[config.mk]
export PLATFORM = sky130hd
export DESIGN_NAME = versat_io_top
export DESIGN_NICKNAME = d
export VERILOG_FILES = /design/src/hdl/databus_pkg.sv /design/src/hdl/skid_buffer.sv /design/src/hdl/databus_merge.sv /design/src/hdl/burst_engine.sv /design/src/hdl/versat_io_top.sv
export VERILOG_INCLUDE_DIRS = /design/src /design/src/hdl
export SDC_FILE = /design/constraint.sdc
export NUM_CORES = 1
export LEC_CHECK = 0
export BUFFER_PORTS_ARGS = -buffer_cell sky130_fd_sc_hd__clkbuf_2
export CAP_MARGIN = 20
export CORE_ASPECT_RATIO = 1.75
export CORE_MARGIN = 2
export CORE_UTILIZATION = 50
export CTS_BUF_LIST = sky130_fd_sc_hd__clkbuf_16
export CTS_CLUSTER_SIZE = 12
export DETAILED_ROUTE_END_ITERATION = 10
export PLACE_DENSITY = 0.87
export RECOVER_POWER = 100
export SYNTH_ARGS = -nofsm -noshare
export SYNTH_HDL_FRONTEND = slang
export SYNTH_SLANG_ARGS = --single-unit
[constraint.sdc]
create_clock -name clk -period 4.4 [get_ports clk]
set_clock_uncertainty 0.05 [all_clocks]
set_input_delay 0.88 -clock clk [delete_from_list [all_inputs] [get_ports clk]]
set_output_delay 0.88 -clock clk [all_outputs]
set_load 0.01 [all_outputs]
[src/hdl/databus_settings.svh]
`ifndef DATABUS_SETTINGS_SVH
`define DATABUS_SETTINGS_SVH

// IO units sharing the memory path
`define DB_N_IO 3

`define DB_ADDR_W 16
`define DB_DATA_W 32

// Burst length is encoded as beats minus one
`define DB_LEN_W 8

`endif

[src/hdl/databus_pkg.sv]
`include "databus_settings.svh"

package databus_pkg;

  // One IO unit request
  // Any set strobe bit marks a write
  typedef struct packed {
    logic [`DB_ADDR_W-1:0]   addr;
    logic [`DB_DATA_W-1:0]   wdata;
    logic [`DB_DATA_W/8-1:0] wstrb;
    logic [`DB_LEN_W-1:0]    len;
  } io_req_t;

  // Memory command channel
  typedef struct packed {
    logic [`DB_ADDR_W-1:0] addr;
    logic [`DB_LEN_W-1:0]  len;
    logic                  write;
  } mem_cmd_t;

  // Write beat toward memory
  typedef struct packed {
    logic [`DB_DATA_W-1:0]   data;
    logic [`DB_DATA_W/8-1:0] strb;
    logic                    last;
  } wbeat_t;

  // Read beat from memory
  typedef struct packed {
    logic [`DB_DATA_W-1:0] data;
    logic                  last;
  } rbeat_t;

endpackage

[src/hdl/skid_buffer.sv]
`timescale 1ns/100ps

module skid_buffer #(
  parameter type payload_t = logic
) (
  input  logic     clk,
  input  logic     rst,
  input  logic     in_valid,
  input  payload_t in_data,
  output logic     in_ready,
  output logic     out_valid,
  output payload_t out_data,
  input  logic     out_ready
);

  logic     slot_valid;
  payload_t slot_data;
  logic     in_fire, out_take, slot_next;

  assign in_fire = in_valid && in_ready;
  assign out_take = out_ready || !out_valid; // Output register frees up
  assign slot_next = out_take ? 1'b0 : (slot_valid || in_fire);

  always_ff @(posedge clk or posedge rst) begin
    if (rst) begin
      out_valid <= 1'b0;
      slot_valid <= 1'b0;
      in_ready <= 1'b1;
    end else begin
      if (out_take) begin
        out_valid <= slot_valid || in_fire;
      end
      slot_valid <= slot_next;
      in_ready <= !slot_next;
    end
  end

  // Slot drains first to keep order
  always_ff @(posedge clk) begin
    if (in_fire && !out_take) begin
      slot_data <= in_data;
    end
    if (out_take) begin
      out_data <= slot_valid ? slot_data : in_data;
    end
  end

  // Slot only fills behind a held output
  a_hold: assert property (@(posedge clk) disable iff (rst)
    slot_valid |-> out_valid);

endmodule

[src/hdl/databus_merge.sv]
`timescale 1ns/100ps
`include "databus_settings.svh"

module databus_merge import databus_pkg::*; (
  input  logic                  clk,
  input  logic                  rst,
  input  logic [`DB_N_IO-1:0]   io_valid,
  input  io_req_t               io_req [`DB_N_IO],
  output logic [`DB_N_IO-1:0]   io_ready,
  output logic [`DB_N_IO-1:0]   io_last,
  output logic [`DB_DATA_W-1:0] io_rdata,
  output logic                  wr_valid,
  output io_req_t               wr_req,
  input  logic                  wr_ready,
  input  logic                  wr_last,
  output logic                  rd_valid,
  output logic [`DB_ADDR_W-1:0] rd_addr,
  output logic [`DB_LEN_W-1:0]  rd_len,
  input  logic                  rd_ready,
  input  logic                  rd_last,
  input  logic [`DB_DATA_W-1:0] rd_data
);

  localparam int SEL_W = $clog2(`DB_N_IO);

  logic             w_req_any, r_req_any;
  logic [SEL_W-1:0] w_pick, r_pick;
  logic             w_lock, r_lock;
  logic [SEL_W-1:0] w_sel, r_sel;
  logic             w_done, r_done;

  // Later indices overwrite so the highest requester wins
  always_comb begin
    w_req_any = 1'b0;
    r_req_any = 1'b0;
    w_pick = '0;
    r_pick = '0;
    for (int i = 0; i < `DB_N_IO; i++) begin
      if (io_valid[i]) begin
        if (|io_req[i].wstrb) begin
          w_req_any = 1'b1;
          w_pick = SEL_W'(i);
        end else begin
          r_req_any = 1'b1;
          r_pick = SEL_W'(i);
        end
      end
    end
  end

  assign w_done = wr_valid && wr_ready && wr_last;
  assign r_done = rd_valid && rd_ready && rd_last;

  always_ff @(posedge clk or posedge rst) begin
    if (rst) begin
      w_lock <= 1'b0;
      r_lock <= 1'b0;
      w_sel <= '0;
      r_sel <= '0;
    end else begin
      if (!w_lock && w_req_any) begin
        w_lock <= 1'b1;
        w_sel <= w_pick;
      end else if (w_done) begin
        w_lock <= 1'b0;
      end
      if (!r_lock && r_req_any) begin
        r_lock <= 1'b1;
        r_sel <= r_pick;
      end else if (r_done) begin
        r_lock <= 1'b0;
      end
    end
  end

  // Ready and last go back to the locked unit only
  always_comb begin
    io_ready = '0;
    io_last = '0;
    wr_valid = 1'b0;
    wr_req = '0;
    rd_valid = 1'b0;
    rd_addr = '0;
    rd_len = '0;
    if (w_lock) begin
      io_ready[w_sel] = wr_ready;
      io_last[w_sel] = wr_last;
      wr_valid = io_valid[w_sel];
      wr_req = io_req[w_sel];
    end
    if (r_lock) begin
      io_ready[r_sel] = rd_ready;
      io_last[r_sel] = rd_last;
      rd_valid = io_valid[r_sel];
      rd_addr = io_req[r_sel].addr;
      rd_len = io_req[r_sel].len;
    end
  end

  assign io_rdata = rd_data; // Shared by all units

  a_wr_hold: assert property (@(posedge clk) disable iff (rst)
    (w_lock ? !w_done : w_req_any) |=> io_valid[w_sel]);

  a_rd_hold: assert property (@(posedge clk) disable iff (rst)
    (r_lock ? !r_done : r_req_any) |=> io_valid[r_sel]);

  // Locked writer still presents a write
  a_wr_lock: assert property (@(posedge clk) disable iff (rst)
    wr_valid |-> |wr_req.wstrb);

endmodule

[src/hdl/burst_engine.sv]
`timescale 1ns/100ps
`include "databus_settings.svh"

module burst_engine import databus_pkg::*; (
  input  logic                  clk,
  input  logic                  rst,
  input  logic                  wr_valid,
  input  io_req_t               wr_req,
  output logic                  wr_ready,
  output logic                  wr_last,
  input  logic                  rd_valid,
  input  logic [`DB_ADDR_W-1:0] rd_addr,
  input  logic [`DB_LEN_W-1:0]  rd_len,
  output logic                  rd_ready,
  output logic                  rd_last,
  output logic [`DB_DATA_W-1:0] rd_data,
  output logic                  cmd_valid,
  output mem_cmd_t              cmd,
  input  logic                  cmd_ready,
  output logic                  mem_w_valid,
  output wbeat_t                mem_w,
  input  logic                  mem_w_ready,
  input  logic                  rbeat_in_valid,
  input  rbeat_t                rbeat_in,
  output logic                  rbeat_in_ready
);

  typedef enum logic [1:0] {W_IDLE, W_CMD, W_DATA} w_state_t;
  typedef enum logic [1:0] {R_IDLE, R_CMD, R_DATA} r_state_t;

  w_state_t              w_state;
  r_state_t              r_state;
  logic [`DB_LEN_W-1:0]  w_cnt;
  logic                  cmd_free, w_load, r_load, cmd_fire;
  logic                  w_beat_last, w_fire, r_fire;

  // Shared command register where writes win a tie
  assign cmd_free = !cmd_valid || cmd_ready;
  assign w_load = (w_state == W_IDLE) && wr_valid && cmd_free;
  assign r_load = (r_state == R_IDLE) && rd_valid && cmd_free && !w_load;
  assign cmd_fire = cmd_valid && cmd_ready;

  always_ff @(posedge clk or posedge rst) begin
    if (rst) begin
      cmd_valid <= 1'b0;
    end else if (w_load || r_load) begin
      cmd_valid <= 1'b1;
    end else if (cmd_ready) begin
      cmd_valid <= 1'b0;
    end
  end

  always_ff @(posedge clk) begin
    if (w_load) begin
      cmd <= '{addr: wr_req.addr, len: wr_req.len, write: 1'b1};
    end else if (r_load) begin
      cmd <= '{addr: rd_addr, len: rd_len, write: 1'b0};
    end
  end

  // Write path counts its own beats
  assign w_beat_last = (w_cnt == wr_req.len);
  assign mem_w_valid = (w_state == W_DATA) && wr_valid;
  assign wr_ready = (w_state == W_DATA) && mem_w_ready;
  assign wr_last = (w_state == W_DATA) && w_beat_last;
  assign mem_w = '{data: wr_req.wdata, strb: wr_req.wstrb, last: w_beat_last};
  assign w_fire = mem_w_valid && mem_w_ready;

  always_ff @(posedge clk or posedge rst) begin
    if (rst) begin
      w_state <= W_IDLE;
      w_cnt <= '0;
    end else begin
      case (w_state)
        W_IDLE: if (w_load) w_state <= W_CMD;
        W_CMD: if (cmd_fire && cmd.write) w_state <= W_DATA;
        W_DATA: begin
          if (w_fire) begin
            w_cnt <= w_cnt + 1'b1;
            if (w_beat_last) begin
              w_cnt <= '0;
              w_state <= W_IDLE;
            end
          end
        end
        default: w_state <= W_IDLE;
      endcase
    end
  end

  // Reads take last from the memory
  assign rbeat_in_ready = (r_state == R_DATA) && rd_valid;
  assign rd_ready = (r_state == R_DATA) && rbeat_in_valid;
  assign rd_last = (r_state == R_DATA) && rbeat_in.last;
  assign rd_data = rbeat_in.data;
  assign r_fire = rbeat_in_valid && rbeat_in_ready;

  always_ff @(posedge clk or posedge rst) begin
    if (rst) begin
      r_state <= R_IDLE;
    end else begin
      case (r_state)
        R_IDLE: if (r_load) r_state <= R_CMD;
        R_CMD: if (cmd_fire && !cmd.write) r_state <= R_DATA;
        R_DATA: if (r_fire && rbeat_in.last) r_state <= R_IDLE;
        default: r_state <= R_IDLE;
      endcase
    end
  end

  // No write beat while a write command still waits in the register
  a_wcmd_first: assert property (@(posedge clk) disable iff (rst)
    mem_w_valid |-> !(cmd_valid && cmd.write));

endmodule

[src/hdl/versat_io_top.sv]
`timescale 1ns/100ps
`include "databus_settings.svh"

module versat_io_top import databus_pkg::*; (
  input  logic                  clk,
  input  logic                  rst,
  input  logic [`DB_N_IO-1:0]   io_valid,
  input  io_req_t               io_req [`DB_N_IO],
  output logic [`DB_N_IO-1:0]   io_ready,
  output logic [`DB_N_IO-1:0]   io_last,
  output logic [`DB_DATA_W-1:0] io_rdata,
  output logic                  mem_cmd_valid,
  output mem_cmd_t              mem_cmd,
  input  logic                  mem_cmd_ready,
  output logic                  mem_w_valid,
  output wbeat_t                mem_w,
  input  logic                  mem_w_ready,
  input  logic                  mem_r_valid,
  input  rbeat_t                mem_r,
  output logic                  mem_r_ready
);

  logic                  wr_valid, wr_ready, wr_last;
  io_req_t               wr_req;
  logic                  rd_valid, rd_ready, rd_last;
  logic [`DB_ADDR_W-1:0] rd_addr;
  logic [`DB_LEN_W-1:0]  rd_len;
  logic [`DB_DATA_W-1:0] rd_data;
  logic                  cmd_valid, cmd_ready;
  mem_cmd_t              cmd;
  logic                  rbeat_valid, rbeat_ready;
  rbeat_t                rbeat;

  databus_merge u_merge (
    .clk, .rst,
    .io_valid, .io_req, .io_ready, .io_last, .io_rdata,
    .wr_valid, .wr_req, .wr_ready, .wr_last,
    .rd_valid, .rd_addr, .rd_len, .rd_ready, .rd_last, .rd_data
  );

  burst_engine u_engine (
    .clk, .rst,
    .wr_valid, .wr_req, .wr_ready, .wr_last,
    .rd_valid, .rd_addr, .rd_len, .rd_ready, .rd_last, .rd_data,
    .cmd_valid, .cmd, .cmd_ready,
    .mem_w_valid, .mem_w, .mem_w_ready,
    .rbeat_in_valid(rbeat_valid), .rbeat_in(rbeat), .rbeat_in_ready(rbeat_ready)
  );

  // Outgoing commands
  skid_buffer #(.payload_t(mem_cmd_t)) u_cmd_skid (
    .clk, .rst,
    .in_valid(cmd_valid), .in_data(cmd), .in_ready(cmd_ready),
    .out_valid(mem_cmd_valid), .out_data(mem_cmd), .out_ready(mem_cmd_ready)
  );

  // Returning read beats
  skid_buffer #(.payload_t(rbeat_t)) u_rd_skid (
    .clk, .rst,
    .in_valid(mem_r_valid), .in_data(mem_r), .in_ready(mem_r_ready),
    .out_valid(rbeat_valid), .out_data(rbeat), .out_ready(rbeat_ready)
  );

endmodule

### After elaboration in Yosys (flattened, before gate mapping)

Cells that the tools add are included.

| cells by class | value |
|---|---|
| muxes and demuxes | 67 |
| eq/ne operators | 12 |
| $lt $le $gt $ge | 6 |
| reductions and logical operators | 57 |
| add/sub/neg operators | 1 |
| bitwise operators | 4 |

Operator list:

| operator | count |
|---|---|
| 60-bit two-way mux | 5 |
| 60-bit binary-select mux with 2-bit select | 2 |
| 25-bit two-way mux | 3 |
| 33-bit two-way mux | 1 |
| 1-bit logical AND | 28 |
| 1-bit two-way mux | 28 |
| 2-bit two-way mux | 13 |
| 16-bit two-way mux | 1 |
| 8-bit two-way mux | 2 |
| 3-bit two-way mux | 4 |
| 2-bit by 1-bit inequality test with 1-bit output, second input constant | 6 |
| 2-bit case mux with 3 select lines | 2 |
| 4-bit OR reduction | 3 |
| 1-bit zero test | 11 |
| 8-bit by 1-bit adder with 8-bit output, second input constant | 1 |
| 8-bit == test | 1 |
| 2-bit nonzero test | 4 |
| 3-bit AND | 2 |
| 3-bit bitwise mux | 2 |
| 3-bit greater-or-equal comparator, second input constant | 2 |
| 1-bit logical OR | 6 |
| 2-bit by 3-bit < comparator with 1-bit output, second input constant | 2 |
| 2-bit NOT with 3-bit output | 2 |
| 1-bit binary-select mux with 2-bit select | 2 |
| 9 further kinds | 14 |

| word-level totals | value |
|---|---|
| register bits | 166 |
| input bits | 221 |
| logic and storage cells | 174 |

### Longest topological paths before layout

| logic depth | value |
|---|---|
| depth after elaboration | 11 |
| depth in mapped cells | 10 |
| mapped depth without buffers | 7 |

### Modules after synthesis

From an unflattened synthesis, not the netlist that was laid out.

| unflattened totals | value |
|---|---|
| cells, all modules | 851 |
| area total of the unflattened synthesis | 10,055.9 µm² |

By module, submodules not included:

| module | area each (µm²) | cells an instance | seq. area each (µm²) | times used |
|---|---|---|---|---|
| databus_merge | 2,995.4 | 426 | 150.1 | 1 |
| skid_buffer at u_rd_skid | 2,650.0 | 114 | 2,058.2 | 1 |
| burst_engine | 2,388.5 | 222 | 1,066.0 | 1 |
| skid_buffer at u_cmd_skid | 2,021.9 | 89 | 1,577.8 | 1 |

### Least setup slack after synthesis

OpenSTA, ideal clock, no wires.

| timing path | value |
|---|---|
| kind | input to register |
| start | in io_valid[2] |
| end | reg u_rd_skid.slot_data[0] in the netlist's numbering (enable) |
| path buffers | 0 |
| stages on the path | 6 |
| arrival | 3,603 ps |
| slack | 324 ps |
| cell sequence | mux2i_1 o22ai_1 and2_1 nand2_1 nand2_1 nor2_1 |

| on the way | value |
|---|---|
| word-level cells in the longest chain between the ends | 7 |

RTL lines:

| item | line | text |
|---|---|---|
| start, declared | versat_io_top.sv:7 | `` input logic [`DB_N_IO-1:0] io_valid, `` |
| 1-bit binary-select mux with 2-bit select | databus_merge.sv:94 | `rd_valid = io_valid[r_sel];` |
| 1-bit two-way mux (implied by the code) | databus_merge.sv:94 |  |
| 1-bit two-way mux | databus_merge.sv:91 | `if (r_lock) begin` |
| 1-bit logical AND | burst_engine.sv:92 | `assign rbeat_in_ready = (r_state == R_DATA) && rd_valid;` |
| 1-bit logical OR | skid_buffer.sv:21 | `assign out_take = out_ready \|\| !out_valid;` |
| 1-bit zero test | skid_buffer.sv:40 | `if (in_fire && !out_take) begin` |
| 1-bit logical AND | skid_buffer.sv:40 |  |
| end signal, assigned | skid_buffer.sv:41 | `slot_data <= in_data;` |
| end, declared | skid_buffer.sv:17 | `payload_t slot_data;` |

Every way passes these cells. The select of a mux whose other input is x is not followed.
A chain may end at the register's enable or synchronous reset.

### Worst setup path in the final report

| timing path | value |
|---|---|
| start | reg u_merge.w_sel[1] |
| end | out io_last[1] |

| on the way | value |
|---|---|
| word-level cells in the longest chain between the ends | 11 |

RTL lines:

| item | line | text |
|---|---|---|
| start, declared | databus_merge.sv:29 | `logic [SEL_W-1:0] w_sel, r_sel;` |
| start signal, assigned | databus_merge.sv:63 | `w_sel <= w_pick;` |
| 2-bit NOT with 3-bit output (implied by the code) | databus_merge.sv:89 | `wr_req = io_req[w_sel];` |
| 60-bit binary-select mux with 2-bit select | databus_merge.sv:89 |  |
| 60-bit two-way mux (implied by the code) (2 in a row) | databus_merge.sv:89 |  |
| 60-bit two-way mux | databus_merge.sv:85 | `if (w_lock) begin` |
| 8-bit == test | burst_engine.sv:62 | `assign w_beat_last = (w_cnt == wr_req.len);` |
| 1-bit logical AND | burst_engine.sv:65 | `assign wr_last = (w_state == W_DATA) && w_beat_last;` |
| 3-bit AND (no source line) * | -- |  |
| 3-bit two-way mux * | databus_merge.sv:85 |  |
| 3-bit bitwise mux | databus_merge.sv:93 | `io_last[r_sel] = rd_last;` |
| 3-bit two-way mux * | databus_merge.sv:91 |  |
| end, declared | versat_io_top.sv:10 | `` output logic [`DB_N_IO-1:0] io_last, `` |

Every way passes the cells marked *; elsewhere a longest branch is shown, timed or not. The select of a mux whose other input is x is not followed.

==> impl_metrics.yaml <==
worst_setup_path:
  cp-start-kind: "flip-flop"
  crit_path_end_kind: "output pin"
  cp_common_cell: "o22ai_1"
  crit_required_ns: 3.47
  max_stage_delay_ns: 0.73
  slowest_stage: "dfrtp_4"
  crit_chain: "mux2i_1, o22ai_1, o21ai_0, nand4_1, a21oi_1, nand3_1, o22ai_1, clkbuf_1"
  cp_max_fo: 26
  worstSetupPathType: "flip-flop to output pin"
  arrival_ns: 3.12
synth:
  synth_compound_area_share_pct: 11.2
  synth_adder_area_share_pct: 0.140
  synthCells: 786
  synth.distinct_cells: 60
  synth_edf_count: 140
  synthMuxAreaShare_pct: 15.9
  ys.flop_type: "edfxtp_1"
  synth_top_family_by_area: "multiplexers"
  syn_area_um2: 8910
  synth-simple-area-share_pct: 11.7
  yosys_warnings: 0
  synth-xor-area-share_pct: 0.393
  ys_seq_elements: 166
  syn_nets: 1008
  syn_area_per_cell_um2: 11.3
  ys_seq_area_share_pct: 54.5
  async_flop_share_pct: 15.1
timing:
  fmax_mhz: 247
  tightest_slew_ns: 1.92
  relSlewSlack_pct: -28.0
  setup_viol: 0
  finalCriticalPeriod_ns: 4.05
  report.final.slew_viol_count: 132
  fin_setup_tns_ns: 0
  min_period_over_period_pct: 92.0
  finalHoldViolCount: 0
  grt_setup_unrepaired: "no"
floorplanning:
  die_area_um2: 18900
  fp-row-count: 64
  start_util_pct: 51.0
  fp.dieW_um: 105
  die_y_um: 181
  io_pins: 324
  core_area_um2: 17500
clocking:
  clk_pin_slew_ns: 0.07
  cts_sinks: 166
  cts_hold_buffers: 0
  ctsResizeCount: 0
  clk_latency_ns: 0.41
  cts_buffer_depth: 2
  htree_levels: 4
  cts_tree: "built"
  root_buffer: "clkbuf_16"
  cts_setup_buffers: 0
  cts_buffers: 17
power_and_ir_drop:
  irDropWorstVdd_uv: 386
  leakage_uw: 0.00435
  p_comb_share_pct: 41.5
  p_int_uw: 4420
  p_per_area_nw_per_um2: 669
  p_switching_uw: 2790
  p_seq_share_pct: 38.0
  p_clk_share_pct: 20.4
  switching_share_pct: 38.7
place:
  dpl_cell_area_um2: 10400
  dp_hpwl_um: 18800
  gp_congestion: 0.955
  portBuffers: 323
global_route:
  grt_pass1_wl_um: 37700
  gr-total-overflow: 0
  grt_pass1_vias: 7263
  grtUsageTotal_pct: 25.7
  antenna_found_initial: 0
  grt_max_degree: 48
layout:
  design_area_um2: 10800
  antenna_cells: 0
  drive_above_1_share_pct: 28.6
  regArea_um2: 4860
  multi_input_area_um2: 3460
  fin_nets: 1280
  area_growth_pct: 21.0
  num-fill-cells: 1490
drt:
  drc: 0
  drtIter0Drc: 537
  vias: 7344
  viasPerCell: 5.64
  routedWlPerCell_um: 19.4
  first_pass_iters: 5
  routed_wl_um: 25200
  antenna_left: 0
status:
  outcome: "complete, but fails checks"
  violations: "capacitance limit, slew limit"
worst_hold_path:
  holdCritPathClass: "input pin to asynchronous set/reset pin"
job:
  max-cap-violations: 4
-- cells in the final DEF (no fill, tap or decap), drive strengths merged, types with 4 or more instances in the layout --
cell,n
and3,8
inv,20
mux2,59
o22a,7
o221ai,6
nand3,14
or2,5
nor4,4
nor2,110
buf,7
nor2b,7
o22ai,24
nand4,5
mux2i,75
o21ai,22
a21oi,71
clkbuf,349
edfxtp,140
nand2b,12
nor3,7
a22oi,6
dfrtp,23
nand2,43
-- critical path: cells and delay by family, from the launching register on --
| family | cells | cell delay (ns) |
|---|---|---|
| AOI/OAI and AO/OA | 4 | 0.81 |
| DFF | 1 | 0.73 |
| muxes | 1 | 0.67 |
| buffers and inverters | 1 | 0.17 |
| and+or+nand+nor | 2 | 0.32 |
-- Yosys cell counts, types with 3 or more instances --
cell type  number  share of area [%]
nand4_1         5               0.35
or2_2           4               0.28
o221ai_1        4               0.39
o22a_1          7               0.69
o21ai_0        20                1.1
clkbuf_1       29                1.2
buf_4          34                2.9
a22oi_1         6               0.51
nor2b_1         6               0.42
a31oi_1         3               0.21
nand2_1        43                1.8
buf_6           6               0.76
nor4_1          4               0.28
nand3_1        14               0.79
nand3b_1        3               0.25
nand2b_1       12               0.84
mux2_2         59                7.5
mux2i_1        75                8.4
dfrtp_1        23                6.5
o21a_1          3               0.25
o22ai_1        23                1.6
buf_1           8               0.34
and3_1          8               0.56
xnor2_1         3               0.30
inv_1          11               0.46
edfxtp_1      140                 47
nor2_1        110                4.6
a21oi_1        71                4.0
nor3_2          5               0.56
buf_2           9               0.51
-- final timing paths --
| check | from | endpoint | slack, ns | cells past startpoint |
|---|---|---|---|---|
| worst max register to register | u_merge.w_sel[1] | u_engine.cmd[24] | 0.35 | 8 |
| max in group asynchronous | rst | u_merge.w_sel[1] | 2.37 | 3 |
| worst min register to register | u_engine.cmd[24] | u_cmd_skid.slot_data[24] | 0.39 | 0 |
| min in group clk | u_engine.cmd[24] | u_cmd_skid.slot_data[24] | 0.39 | 0 |
| worst min-delay path | rst | u_rd_skid.slot_valid | 0.26 | 2 |
| worst max-delay path | u_merge.w_sel[1] | io_last[1] | 0.35 | 8 |
-- flip-flops by register name (all words and copies together), names as in the netlist, 2 cells and up --
register,cells
u_cmd_skid.out_data,25
u_cmd_skid.slot_data,25
u_engine.cmd,25
u_engine.r_state,2
u_engine.w_cnt,8
u_engine.w_state,2
u_merge.r_sel,2
u_merge.w_sel,2
u_rd_skid.out_data,33
u_rd_skid.slot_data,33
-- power by group through the flow --
stage | Clock [uW] | Sequential, uW | Combinational, uW
after floorplan | 0 | 2620 | 2210
after global placement | 0 | 2750 | 3020
after detailed placement | 0 | 2780 | 3090
after CTS | 1500 | 2750 | 3100
after global routing | 1550 | 2800 | 3260
final | 1470 | 2740 | 3000
-- routing by layer --
metal  up-vias  global-route usage (%)  wire length (um)
met1      3506                    30.1              9250
met3        62                    4.92              1810
met4         0                    11.5               913
li1       3400                       -                 -
met5         -                       0                 0
met2       376                    45.4             13300
-- layout make-up --
cell class	count	share of cell area (%)
Timing Repair Buffer	339	14.3
Multi-Input combinational cell	523	32.1
Sequential cell	166	45.1
Clock buffer	17	3.95
Inverter	11	0.383
Clock inverter	15	1.54
Tap cell	231	2.68
-- metrics by stage --
step | power [uW] | hold WS, ns | util [%] | std cells | worst slack (ns)
2_1_floorplan | 4830 | 0.372 | - | 786 | 0.324
3_3_place_gp | 5770 | 0.381 | 59.8 | 1268 | 0.688
3_5_place_dp | 5870 | 0.383 | 59.8 | 1268 | 0.640
4_1_cts | 7350 | 0.399 | 63.1 | 1300 | 0.317
5_1_grt | 7610 | 0.266 | 61.7 | 1302 | 0.184
6_report | 7210 | 0.265 | 61.7 | 1302 | 0.353
-- cell families after synthesis --
logic type | count (synthesis)
multiplexers | 134
buffers and inverters | 97
flip-flops | 166
XOR/XNOR | 4
AND/OR/NAND/NOR | 225
adder cells (fa/ha/maj) | 1
AO/OA/AOI/OAI | 159
No activity file was read; power rests on OpenSTA's default activity.
